==> config.mk <==
export PLATFORM = sky130hd
export DESIGN_NAME = sram_io_top
export DESIGN_NICKNAME = d
export VERILOG_FILES = /design/src/hw/sram_io_regs_pkg.sv /design/src/hw/sram_io_frame_pkg.sv /design/src/hw/sram_io_pins.sv /design/src/hw/sram_io_regs.sv /design/src/hw/sram_io_shifter.sv /design/src/hw/sram_io_top.sv
export SDC_FILE = /design/constraint.sdc
export NUM_CORES = 1
export LEC_CHECK = 0
export BUFFER_PORTS_ARGS = -buffer_cell sky130_fd_sc_hd__buf_2
export CAP_MARGIN = 25
export CORE_MARGIN = 1
export CORE_UTILIZATION = 43
export DETAILED_ROUTE_END_ITERATION = 8
export HOLD_SLACK_MARGIN = 0.12
export PLACE_DENSITY = 0.95
export SLEW_MARGIN = 20
export SYNTH_ARGS = -nofsm -noshare
export SYNTH_HDL_FRONTEND = slang
export SYNTH_SLANG_ARGS = --single-unit
==> constraint.sdc <==
create_clock -name csi_clk -period 5 [get_ports csi_clk]
set_input_delay 0.25 -clock csi_clk [delete_from_list [all_inputs] [get_ports csi_clk]]
set_output_delay 0.25 -clock csi_clk [all_outputs]
set_load 0.02 [all_outputs]
==> src/hw/sram_io_regs_pkg.sv <==
/*
 * CPU register map for the test chip SRAM link
 * Control and status bit positions, transfer modes, control fields
 */

`default_nettype none

package sram_io_regs_pkg;

    localparam int bus_width = 32; // Avalon data width

    // Control word bits
    localparam int idx_bgn  = 0;
    localparam int idx_load = 1;
    localparam int idx_mod0 = 2;
    localparam int idx_mod1 = 3;

    // Status word bits
    localparam int idx_rdy  = 0;   // Chip ready flag
    localparam int idx_busy = 1;   // Shift in progress

    typedef enum logic [1:0] {
        write_scan  = 2'b00,       // Serial frame into chip
        mem_to_scan = 2'b01,       // Chip SRAM to scan register
        read_scan   = 2'b10,       // Serial frame out of chip
        scan_to_mem = 2'b11        // Chip scan register to SRAM
    } mode_t;

    typedef struct packed {
        logic  bgn;
        mode_t mode;
    } ctrl_t;

endpackage

`default_nettype wire

==> src/hw/sram_io_frame_pkg.sv <==
/*
 * Scan frame package for the test chip SRAM link
 * Frame geometry and the request passed from the register stage to the shifter
 */

`default_nettype none

package sram_io_frame_pkg;

    // ------------------------------------------------------------
    // Frame geometry
    // ------------------------------------------------------------
    localparam int addr_width  = 9;                       // 512 words of SRAM
    localparam int data_width  = 8;                       // One byte per word
    localparam int frame_width = addr_width + data_width; // 17 bits on the wire
    localparam int count_width = 5;                       // Holds 0..17

    // Address sits above data, bit 0 goes out first
    typedef struct packed {
        logic [addr_width-1:0] addr;
        logic [data_width-1:0] data;
    } frame_t;

    // ------------------------------------------------------------
    // Register stage to shift stage
    // ------------------------------------------------------------
    typedef struct packed {
        logic                     load;  // One-cycle start pulse
        sram_io_regs_pkg::mode_t  mode;  // Transfer mode, already updated
        frame_t                   frame; // Parallel value from addr/data regs
    } shift_req_t;

endpackage

`default_nettype wire

==> src/hw/sram_io_pins.sv <==
/*
 * Pin stage: drives the chip control pins
 * bgn retimed on the falling edge, mode pins encoded per transfer type
 */

`timescale 1ns/1ps
`default_nettype none

module sram_io_pins
(
    input  wire logic              csi_clk,
    input  wire logic              rsi_reset_n,

    input  sram_io_regs_pkg::ctrl_t ctrl,
    input  wire logic              load,
    input  wire logic              si_bit,

    output      logic              bgn_pin,
    output      logic              load_pin,
    output      logic              mod0_pin,
    output      logic              mod1_pin,
    output      logic              si_pin
);

    logic       bgn_q;      // Chip enable, half a cycle behind
    logic [1:0] mode_bits;

    // Chip enable must not move on the rising edge
    always_ff @(negedge csi_clk)
    begin
        if (!rsi_reset_n)
            bgn_q <= 1'b0;
        else
            bgn_q <= ctrl.bgn;
    end

    assign mode_bits = ctrl.mode;

    assign bgn_pin  = bgn_q;
    assign load_pin = load;
    assign si_pin   = si_bit;
    assign mod0_pin = mode_bits[0];
    assign mod1_pin = mode_bits[0] ? mode_bits[1] : 1'b0;  // Both serial modes look like 00

endmodule

`default_nettype wire

==> src/hw/sram_io_regs.sv <==
/*
 * Register stage: Avalon write decode for control, address and data
 * Holds the CPU registers and turns a control write into one load pulse
 */

`timescale 1ns/1ps
`default_nettype none

module sram_io_regs
(
    input  wire logic                                   csi_clk,
    input  wire logic                                   rsi_reset_n,

    input  wire logic [sram_io_regs_pkg::bus_width-1:0] cpuctrl_writedata,
    input  wire logic                                   cpuctrl_write,
    input  wire logic [sram_io_regs_pkg::bus_width-1:0] addr_writedata,
    input  wire logic                                   addr_write,
    input  wire logic [sram_io_regs_pkg::bus_width-1:0] data_writedata,
    input  wire logic                                   data_write,

    output sram_io_frame_pkg::shift_req_t               shift_req,
    output sram_io_regs_pkg::ctrl_t                     ctrl
);

    sram_io_regs_pkg::ctrl_t                      ctrl_q;
    logic [sram_io_frame_pkg::addr_width-1:0]     addr_q;  // Low 9 bits of address write
    logic [sram_io_frame_pkg::data_width-1:0]     data_q;  // Low 8 bits of data write

    logic write_seen;  // Tracker state, strobe was high last cycle
    logic load_q;      // Load pulse

    // ------------------------------------------------------------
    // Held registers
    // ------------------------------------------------------------
    always_ff @(posedge csi_clk)
    begin
        if (!rsi_reset_n)
        begin
            ctrl_q <= '0;
            addr_q <= '0;
            data_q <= '0;
        end
        else
        begin
            if (cpuctrl_write)
            begin
                ctrl_q.bgn  <= cpuctrl_writedata[sram_io_regs_pkg::idx_bgn];
                ctrl_q.mode <= sram_io_regs_pkg::mode_t'(
                                   {cpuctrl_writedata[sram_io_regs_pkg::idx_mod1],
                                    cpuctrl_writedata[sram_io_regs_pkg::idx_mod0]});
            end
            if (addr_write)
                addr_q <= addr_writedata[sram_io_frame_pkg::addr_width-1:0];
            if (data_write)
                data_q <= data_writedata[sram_io_frame_pkg::data_width-1:0];
        end
    end

    // ------------------------------------------------------------
    // Load pulse, one per write burst
    // ------------------------------------------------------------
    always_ff @(posedge csi_clk)
    begin
        if (!rsi_reset_n)
        begin
            write_seen <= 1'b0;
            load_q     <= 1'b0;
        end
        else
        begin
            write_seen <= cpuctrl_write;  // Idle again only once strobe drops
            // First cycle of a burst only
            load_q     <= cpuctrl_write & ~write_seen
                          & cpuctrl_writedata[sram_io_regs_pkg::idx_load];
        end
    end

    // Frame built straight from the held registers
    always_comb
    begin
        shift_req.load       = load_q;
        shift_req.mode       = ctrl_q.mode;
        shift_req.frame.addr = addr_q;
        shift_req.frame.data = data_q;
    end

    assign ctrl = ctrl_q;

    // Pulse never stretches, even with the strobe held
    a_load_single: assert property (@(posedge csi_clk) disable iff (!rsi_reset_n)
        load_q |=> !load_q);

endmodule

`default_nettype wire

==> src/hw/sram_io_shifter.sv <==
/*
 * Shift stage: 17-bit frame register and bit counter
 * Parallel load for writes to the chip, serial capture of so for reads
 */

`timescale 1ns/1ps
`default_nettype none

module sram_io_shifter
(
    input  wire logic                     csi_clk,
    input  wire logic                     rsi_reset_n,

    input  sram_io_frame_pkg::shift_req_t shift_req,
    input  wire logic                     so,          // Serial out of the chip

    output      logic                     si_bit,      // Bit 0 of the frame
    output      logic                     busy,
    output sram_io_frame_pkg::frame_t     frame
);

    localparam int fw = sram_io_frame_pkg::frame_width;
    localparam int cw = sram_io_frame_pkg::count_width;

    sram_io_frame_pkg::frame_t frame_q;
    logic [cw-1:0]             count_q;   // Bits still to move
    logic [fw-1:0]             shifted;   // so enters at the top

    assign shifted = {so, frame_q[fw-1:1]};

    // ------------------------------------------------------------
    // Frame register and counter
    // ------------------------------------------------------------
    always_ff @(posedge csi_clk)
    begin
        if (!rsi_reset_n)
        begin
            frame_q <= '0;
            count_q <= '0;
        end
        else if (shift_req.load)
        begin
            case (shift_req.mode)
                sram_io_regs_pkg::write_scan:
                begin
                    frame_q <= shift_req.frame;   // Parallel load
                    count_q <= cw'(fw);           // 17 shifts follow
                end
                sram_io_regs_pkg::read_scan:
                begin
                    // Chip already drives bit 0, capture on the load edge
                    frame_q <= sram_io_frame_pkg::frame_t'(shifted);
                    count_q <= cw'(fw - 1);
                end
                default:
                begin
                    // Chip-internal move, frame and counter hold
                end
            endcase
        end
        else if (count_q != '0)
        begin
            frame_q <= sram_io_frame_pkg::frame_t'(shifted);
            count_q <= count_q - 1'b1;
        end
    end

    assign si_bit = frame_q[0];
    assign busy   = (count_q != '0);
    assign frame  = frame_q;

    // ------------------------------------------------------------
    // Checks
    // ------------------------------------------------------------
    a_count_range: assert property (@(posedge csi_clk) disable iff (!rsi_reset_n)
        count_q <= cw'(fw));

    // Internal modes must not start a serial transfer
    a_internal_idle: assert property (@(posedge csi_clk) disable iff (!rsi_reset_n)
        shift_req.load && (shift_req.mode == sram_io_regs_pkg::mem_to_scan ||
                           shift_req.mode == sram_io_regs_pkg::scan_to_mem)
        |=> count_q == '0);

endmodule

`default_nettype wire

==> src/hw/sram_io_top.sv <==
/*
 * SRAM link controller top: Avalon slave ports and chip conduit pins
 * Register stage -> shift stage -> pin stage
 */

`timescale 1ns/1ps
`default_nettype none

module sram_io_top
(
    input  wire logic                                   csi_clk,
    input  wire logic                                   rsi_reset_n,

    // Avalon slave
    input  wire logic [sram_io_regs_pkg::bus_width-1:0] avs_cpuctrl_writedata,
    input  wire logic                                   avs_cpuctrl_write,
    input  wire logic [sram_io_regs_pkg::bus_width-1:0] avs_sram_addr_writedata,
    input  wire logic                                   avs_sram_addr_write,
    input  wire logic [sram_io_regs_pkg::bus_width-1:0] avs_sram_data_writedata,
    input  wire logic                                   avs_sram_data_write,
    output      logic [sram_io_regs_pkg::bus_width-1:0] avs_cpustat_readdata,
    output      logic [sram_io_regs_pkg::bus_width-1:0] avs_sram_addr_readdata,
    output      logic [sram_io_regs_pkg::bus_width-1:0] avs_sram_data_readdata,

    // Chip conduit
    output      logic                                   coe_ctrl_bgn_export,
    output      logic                                   coe_ctrl_load_export,
    output      logic                                   coe_ctrl_mod0_export,
    output      logic                                   coe_ctrl_mod1_export,
    output      logic                                   coe_ctrl_si_export,
    input  wire logic                                   coe_ctrl_so_export,
    input  wire logic                                   coe_ctrl_rdy_export
);

    sram_io_frame_pkg::shift_req_t shift_req;
    sram_io_regs_pkg::ctrl_t       ctrl;
    sram_io_frame_pkg::frame_t     frame;
    logic                          si_bit;
    logic                          busy;

    sram_io_regs sram_io_regs_inst (
        .csi_clk           (csi_clk),
        .rsi_reset_n       (rsi_reset_n),
        .cpuctrl_writedata (avs_cpuctrl_writedata),
        .cpuctrl_write     (avs_cpuctrl_write),
        .addr_writedata    (avs_sram_addr_writedata),
        .addr_write        (avs_sram_addr_write),
        .data_writedata    (avs_sram_data_writedata),
        .data_write        (avs_sram_data_write),
        .shift_req         (shift_req),
        .ctrl              (ctrl)
    );

    sram_io_shifter sram_io_shifter_inst (
        .csi_clk     (csi_clk),
        .rsi_reset_n (rsi_reset_n),
        .shift_req   (shift_req),
        .so          (coe_ctrl_so_export),
        .si_bit      (si_bit),
        .busy        (busy),
        .frame       (frame)
    );

    sram_io_pins sram_io_pins_inst (
        .csi_clk     (csi_clk),
        .rsi_reset_n (rsi_reset_n),
        .ctrl        (ctrl),
        .load        (shift_req.load),
        .si_bit      (si_bit),
        .bgn_pin     (coe_ctrl_bgn_export),
        .load_pin    (coe_ctrl_load_export),
        .mod0_pin    (coe_ctrl_mod0_export),
        .mod1_pin    (coe_ctrl_mod1_export),
        .si_pin      (coe_ctrl_si_export)
    );

    // Status word, unused bits read as zero
    always_comb
    begin
        avs_cpustat_readdata                             = '0;
        avs_cpustat_readdata[sram_io_regs_pkg::idx_rdy]  = coe_ctrl_rdy_export;
        avs_cpustat_readdata[sram_io_regs_pkg::idx_busy] = busy;
    end

    // Last frame, zero-extended
    assign avs_sram_addr_readdata = sram_io_regs_pkg::bus_width'(frame.addr);
    assign avs_sram_data_readdata = sram_io_regs_pkg::bus_width'(frame.data);

endmodule

`default_nettype wire

Word-level counts from Yosys, hierarchy flattened
Cells that the tools add are included.
{ "word_totals": {"ff_bits": 45, "inputBits": 103, "out_inout_bits": 101, "wordCells": 27} }
{ "classes": {"add_sub_neg": 1, "n_eq_ne": 2, "n_mux": 7, "bitwise": 3, "n_reduce_logical": 4} }
{ "ops": {"columns": ["op", "count"], "rows": [
  ["17-bit two-way mux", 2],
  ["17-bit one-hot mux with 2 select lines", 1],
  ["5-bit two-way mux", 2],
  ["5-bit one-hot mux with 2 select lines", 1],
  ["5-bit nonzero test", 1],
  ["5-bit by 1-bit subtractor with 5-bit output, second input constant", 1],
  ["3-bit by 1-bit inequality test with 1-bit output, second input constant", 1],
  ["1-bit bitwise AND", 2],
  ["2-bit equality test, second input constant", 1],
  ["2-bit logical NOT", 1],
  ["2-bit AND reduction", 1],
  ["2-bit nonzero test", 1],
  ["1-bit two-way mux", 1],
  ["1-bit inverter", 1]
]} }

Longest topological paths before layout
Gate-level depths: netlist of the first run.
{ "depth": {"ltp_word": 3, "mapped_depth": 7, "depth_no_buf": 5} }

By module
Synthesis of the first run repeated with hierarchy kept, for this count alone.
{ "unflattened": {"hier_cells": 271, "hier_area_um2": 2650.0} }
{ "modules_own_cells": {"columns": ["mod", "instances", "cells_per_inst", "area_each_um2", "seq_area_each_um2"], "rows": [
  ["sram_io_shifter", 1, 113, 1162.4, 440.4],
  ["sram_io_regs", 1, 71, 832.0, 440.4],
  ["sram_io_top", 1, 80, 596.8, 0.0],
  ["sram_io_pins", 1, 7, 58.8, 20.0]
]} }

==> impl_metrics.json, run 1 <==
{
  "placed_area_mm2": 0.00262,
  "ys_seq_elements": 45,
  "cts_max_level": 2,
  "crit_path_end_kind": "output pin",
  "hold_violations": 0,
  "post-synth-top-area-fraction_pct": 33.7,
  "power_density_mw_per_mm2": 529,
  "slew_headroom_pct": 47.3,
  "drv_slew": 0,
  "async_flop_share_pct": 0,
  "holdWs_ps": 180,
  "critPathRequiredTime_ps": 4750,
  "drc_errors": 0,
  "ys_top_cells_by_area": "dfxtp_1 (34%), buf_4 (22%), mux2i_1 (7.5%)",
  "synth_common_cells": "buf_4 (80), dfxtp_1 (45), nor2_1 (24)",
  "utilization_pct": 46.1,
  "syn-cell-area_mm2": 0.00267,
  "firstDrtPassIters": 4,
  "io_buffers": 49,
  "boundaryPins": 204,
  "ys_seq_area_share_pct": 33.7,
  "syn_avg_cell_area_um2": 8.70,
  "ys.flop_type": "dfxtp_1",
  "grt_usage_pct": 16.0,
  "grt_pass1_vias": 1727,
  "num_vias": 2035,
  "fin_nets": 445,
  "cts_tree": "yes",
  "die_w_um": 80.8,
  "cts_buffers": 5,
  "crit_type": "register to output pin",
  "die-area_mm2": 0.00653,
  "status": "finished clean",
  "grt_start_max_net_pins": 43,
  "synthCells": 307,
  "rsz0062_at_grt": "false",
  "critPathLaunchType": "register",
  "ant_nets": 0,
  "gp_congestion": 0.712,
  "place_ws_ps": 1690,
  "drive_above_1_share_pct": 23.1,
  "max_stage_delay_ps": 300,
  "clockBufferDepth": 2,
  "wire_per_inst_um": 12.2,
  "cts.sinks": 45,
  "yosysMostFrequentCell": "buf_4",
  "core_area_mm2": 0.00596,
  "cp_max_fo": 1,
  "root_buffer": "clkbuf_8",
  "drt_wl_total_um": 5100,
  "overflow": 0,
  "syn_to_final_growth_pct": 2.86,
  "maxCapViolCount": 0,
  "clock_latency_ps": 360,
  "fp.dieH_um": 80.8,
  "timing.final.ws_setup_ps": 1440,
  "critPathBufInv": 1,
  "p_leak_nw": 1.32,
  "n_antenna_cell": 0,
  "synth_edf_count": 0,
  "dp_hpwl_um": 3420,
  "cts_hold_buf": 0,
  "yosys_warnings": 0,
  "ys_types": 30,
  "start_util_pct": 44.8,
  "cts_setup_buffers": 0,
  "dr.first_iter.drc_count": 105,
  "synth.largest_area_cell": "dfxtp_1",
  "rows": 28,
  "cp_data_arrival_time_ps": 3310,
  "hold_class": "input pin to register",
  "design_area_mm2": 0.00275,
  "skew_ps": 52.5,
  "cts_resized": 0,
  "worst_pin_slew_ps": 789,
  "setup_viol": 0,
  "clk_pin_slew_ps": 90,
  "finalSetupTns_ps": 0,
  "antenna_found_initial": 0,
  "grt_pass1_wl_um": 8190,
  "fillers": 555,
  "cp_top_family": "flip-flops",
  "path_cells": "buf_2",
  "post_drt_via_cell_ratio": 4.88,
  "worst_path_max_delay_cell": "dfxtp_1",
  "peakVddDrop_uv": 225
}
## logic make-up after synthesis
logic type	count (synthesis)	share of synthesized area, %
buf+inv	107	26.9
simple gates	74	16.1
fa+ha+maj	1	0.469
other cells	1	0.140
mux	20	7.50
flops	45	33.7
compound gates	59	15.2
## cell usage in the layout (no fill, tap or decap), drive strengths merged
cell type	synthesis	layout
inv	7	8
buf	82	51
nand2	4	4
nor2	24	24
nand3b	17	17
o221ai	17	17
a2bb2oi	1	1
mux2i	20	20
o2111ai	1	1
a21oi	1	1
or3	1	1
and3b	1	1
a31oi	18	18
and2	4	4
o21a	1	1
ha	1	1
or4b	2	2
or2	17	17
dfxtp	45	45
nand4b	1	1
o32ai	1	1
clkbuf	18	7
o21ai	18	18
a221oi	1	1
nor3b	1	1
nor2b	1	1
nor3	1	1
conb	1	77
## flip-flops by register name, summed over array words and instances (netlist names)
name                          flops
sram_io_shifter_inst.frame       17
sram_io_regs_inst.addr_q          9
sram_io_regs_inst.data_q          8
sram_io_shifter_inst.count_q      5
sram_io_regs_inst.ctrl            3
sram_io_pins_inst.bgn_pin         1
sram_io_regs_inst.load_q          1
sram_io_regs_inst.write_seen      1
## through the flow
step,std cells,power (W)
floorplan,383,0.00109
global placement,409,0.00114
detailed placement,409,0.00117
CTS,417,0.00146
global route,417,0.00156
finish,417,0.00145
## routing by layer
metal  vias to the layer above  GRT usage (%)  wire, um
met3                         7           4.61       325
met4                         0           5.89        72
li1                        974              -         -
met5                         -              0         0
met2                        98           26.1      2460
met1                       956           20.0      2240
## worst paths after layout
path | start | to | slack, ps | cells after the start
worst min register to register | sram_io_regs_inst.data_q[6]$_SDFFE_PN0P_ | sram_io_regs_inst.data_q[6]$_SDFFE_PN0P_ | 500 | 2
worst min-delay path | avs_cpuctrl_writedata[2] | sram_io_regs_inst.ctrl[0]$_SDFFE_PN0P_ | 180 | 3
worst max register to register | sram_io_regs_inst.ctrl[2]$_SDFFE_PN0P_ | sram_io_pins_inst.bgn_pin$_SDFF_NN0_ | 2000 | 1
worst max-delay path | sram_io_pins_inst.bgn_pin$_SDFF_NN0_ | coe_ctrl_bgn_export | 1440 | 1
## power breakdown
part / total [W] / switching [W] / internal (W)
Sequential: 0.000531 / 0.0000773 / 0.000454
Combinational: 0.000626 / 0.000395 / 0.000231
Clock: 0.000295 / 0.000133 / 0.000162
Total: 0.00145 / 0.000605 / 0.000847
## cell type report
class                   instances  area (um2)  area share [%]
multi-input cells             231        1340            48.7
repair buffers                 51         260            9.48
flip-flops and latches         45         901            32.8
well taps                      75        93.8            3.42
clock inverters                 2        12.5           0.456
clock buffers                   7         119            4.33
inverters                       6        22.5           0.820
No activity file was read; power rests on OpenSTA's default activity.
==> inputs of run 2 (changes only) <==
--- a/config.mk
+++ b/config.mk
@@ -8,10 +8,10 @@
 export BUFFER_PORTS_ARGS = -buffer_cell sky130_fd_sc_hd__buf_2
 export CAP_MARGIN = 25
 export CORE_MARGIN = 1
-export CORE_UTILIZATION = 43
+export CORE_UTILIZATION = 40
 export DETAILED_ROUTE_END_ITERATION = 8
 export HOLD_SLACK_MARGIN = 0.12
-export PLACE_DENSITY = 0.95
+export PLACE_DENSITY = 0.89
 export SLEW_MARGIN = 20
 export SYNTH_ARGS = -nofsm -noshare
 export SYNTH_HDL_FRONTEND = slang
==> constraint.sdc (replaced) <==
create_clock -name csi_clk -period 3.35 [get_ports csi_clk]
set_input_delay 0.1675 -clock csi_clk [delete_from_list [all_inputs] [get_ports csi_clk]]
set_output_delay 0.1675 -clock csi_clk [all_outputs]
set_load 0.02 [all_outputs]
==> run 2 against run 1 <==
Design area up 5.3%; worst setup slack worse by 740 ps; clock skew hardly changed; sequential share of layout area decreased by 1.7 points.
==> impl_metrics.json, run 2 (synthesis gave the netlist of run 1 again) <==
{
  "status": "finished clean",
  "grt_pass1_wl_um": 8850,
  "hold_class": "input pin to register",
  "crit_path_end_kind": "output pin",
  "gp_congestion": 0.756,
  "cp_top_family": "flip-flops",
  "dr.first_iter.drc_count": 118,
  "fp.dieH_um": 83.7,
  "rows": 29,
  "slew_headroom_pct": 46.2,
  "overflow": 0,
  "cts_tree": "yes",
  "skew_ps": 52.7,
  "cp_max_fo": 1,
  "pwr-share-clk_pct": 15.8,
  "finalSetupTns_ps": 0,
  "max_stage_delay_ps": 300,
  "p_switching_w": 0.000888,
  "worst_pin_slew_ps": 806,
  "critPathBufInv": 1,
  "peakVddDrop_uv": 360,
  "r2r_setup_slack_ps": 1180,
  "hold_violations": 0,
  "root_buffer": "clkbuf_8",
  "cts_resized": 0,
  "placed_area_mm2": 0.00262,
  "hold_path_end": "sram_io_regs_inst.ctrl[1]$_SDFFE_PN0P_",
  "antenna_found_initial": 0,
  "grt_usage_pct": 15.3,
  "drc_errors": 0,
  "die_w_um": 83.7,
  "worst_path_max_delay_cell": "dfxtp_1",
  "r2r-start": "sram_io_shifter_inst.count_q[0]$_SDFFE_PN0P_",
  "clock_latency_ps": 350,
  "pwr-share-seq_pct": 38.4,
  "crit_type": "register to output pin",
  "pwr-share-comb_pct": 45.8,
  "dp_cells": 411,
  "critPathLaunchType": "register",
  "drt_wl_total_um": 5350,
  "num_vias": 2112,
  "drv_slew": 0,
  "final_common_cell": "conb_1",
  "hold_start": "avs_cpuctrl_writedata[3]",
  "power_density_mw_per_mm2": 716,
  "io_buffers": 49,
  "clk_pin_slew_ps": 80,
  "stdcell_count": 438,
  "r2r_end": "sram_io_shifter_inst.count_q[0]$_SDFFE_PN0P_",
  "n_antenna_cell": 0,
  "p_leak_nw": 1.38,
  "path_cells": "buf_2",
  "cts_max_level": 2,
  "post_drt_via_cell_ratio": 4.82,
  "critPathRequiredTime_ps": 3180,
  "ant_nets": 0,
  "largest_reg_flops": 17,
  "reg2reg_depth": 5,
  "fin_nets": 464,
  "firstDrtPassIters": 4,
  "syn_to_final_growth_pct": 8.34,
  "cts.sinks": 45,
  "clockBufferDepth": 2,
  "maxCapViolCount": 0,
  "p_int_w": 0.00118,
  "grt_pass1_vias": 1902,
  "core_area_mm2": 0.00639,
  "setup_viol": 0,
  "layout_common_cells": "conb_1 (77), buf_2 (49), dfxtp_1 (45)",
  "wire_per_inst_um": 12.2,
  "holdPathStages": 3,
  "boundaryPins": 204,
  "rsz0062_at_grt": "false",
  "drive_above_1_share_pct": 21.3,
  "design_area_mm2": 0.00289,
  "start_util_pct": 41.8,
  "dp_hpwl_um": 3400,
  "cts_buffers": 5,
  "grt_start_max_net_pins": 43,
  "switching_share_pct": 42.9,
  "cp_data_arrival_time_ps": 2470,
  "die-area_mm2": 0.00701,
  "fillers": 624
}
## run 2: cell types whose count changed in the layout (fill, tap and decap cells not counted)
cell           change
clkbuf_16          -2
clkinv_2           +1
dlygate4sd3_1     +19
inv_6              -1
clkbuf_1           +2
## run 2: area by class of cell
| class | count | area (um2) | share of cell area, % |
|---|---|---|---|
| inverter | 6 | 22.5 | 0.779 |
| sequential | 45 | 901 | 31.1 |
| clock buffer | 7 | 76.3 | 2.64 |
| tap | 77 | 96.3 | 3.33 |
| multi-input combinational | 231 | 1340 | 46.2 |
| timing repair buffer | 70 | 450 | 15.6 |
| clock inverter | 2 | 8.76 | 0.303 |
## run 2: how the worst max path moves through the flow
stage,start,end,cells after the start
global route,sram_io_pins_inst.bgn_pin$_SDFF_NN0_,coe_ctrl_bgn_export,1
finish,sram_io_pins_inst.bgn_pin$_SDFF_NN0_,coe_ctrl_bgn_export,1
floorplan,rsi_reset_n,sram_io_pins_inst.bgn_pin$_SDFF_NN0_,3
global placement,rsi_reset_n,sram_io_pins_inst.bgn_pin$_SDFF_NN0_,2
CTS,sram_io_pins_inst.bgn_pin$_SDFF_NN0_,coe_ctrl_bgn_export,1
detailed placement,rsi_reset_n,sram_io_pins_inst.bgn_pin$_SDFF_NN0_,2
## run 2: stage by stage
step | total power (W) | hold slack [ps] | util (%) | setup slack, ps
CTS | 0.00209 | 131 | 45.3 | 699
finish | 0.00207 | 129 | 45.3 | 708
detailed placement | 0.00175 | 335 | 41.0 | 933
global placement | 0.00171 | 335 | 41.0 | 934
floorplan | 0.00162 | 305 | - | 790
global route | 0.00222 | 148 | 45.3 | 684
## run 2: repair_timing
action,CTS,global route
hold endpoints to repair,19,0
buffers inserted,0,0
hold buffers,19,0
## run 2: worst reg2reg max path: stages (launching register included)
cell and delay (ps):
dfxtp_1 330, inv_1 80, ha_1 220, or4b_4 630, o21a_1 490, a221oi_2 340
## run 2: power by group through the flow
| stage | Clock (W) | Combinational, W | Sequential [W] |
|---|---|---|---|
| after floorplan | 0.00000374 | 0.000714 | 0.000904 |
| after global placement | 0.00000374 | 0.000916 | 0.000793 |
| after detailed placement | 0.00000374 | 0.000935 | 0.000808 |
| after CTS | 0.000336 | 0.000954 | 0.000797 |
| after global routing | 0.000358 | 0.00105 | 0.000817 |
| final | 0.000327 | 0.000949 | 0.000796 |
## run 2: layer usage
| layer | wire (um) | up-vias | track usage (%) |
|---|---|---|---|
| li1 | - | 1012 | - |
| met1 | 2350 | 982 | 18.4 |
| met2 | 2630 | 107 | 27.3 |
| met3 | 292 | 11 | 2.67 |
| met4 | 80 | 0 | 5.39 |
| met5 | 0 | - | 0 |
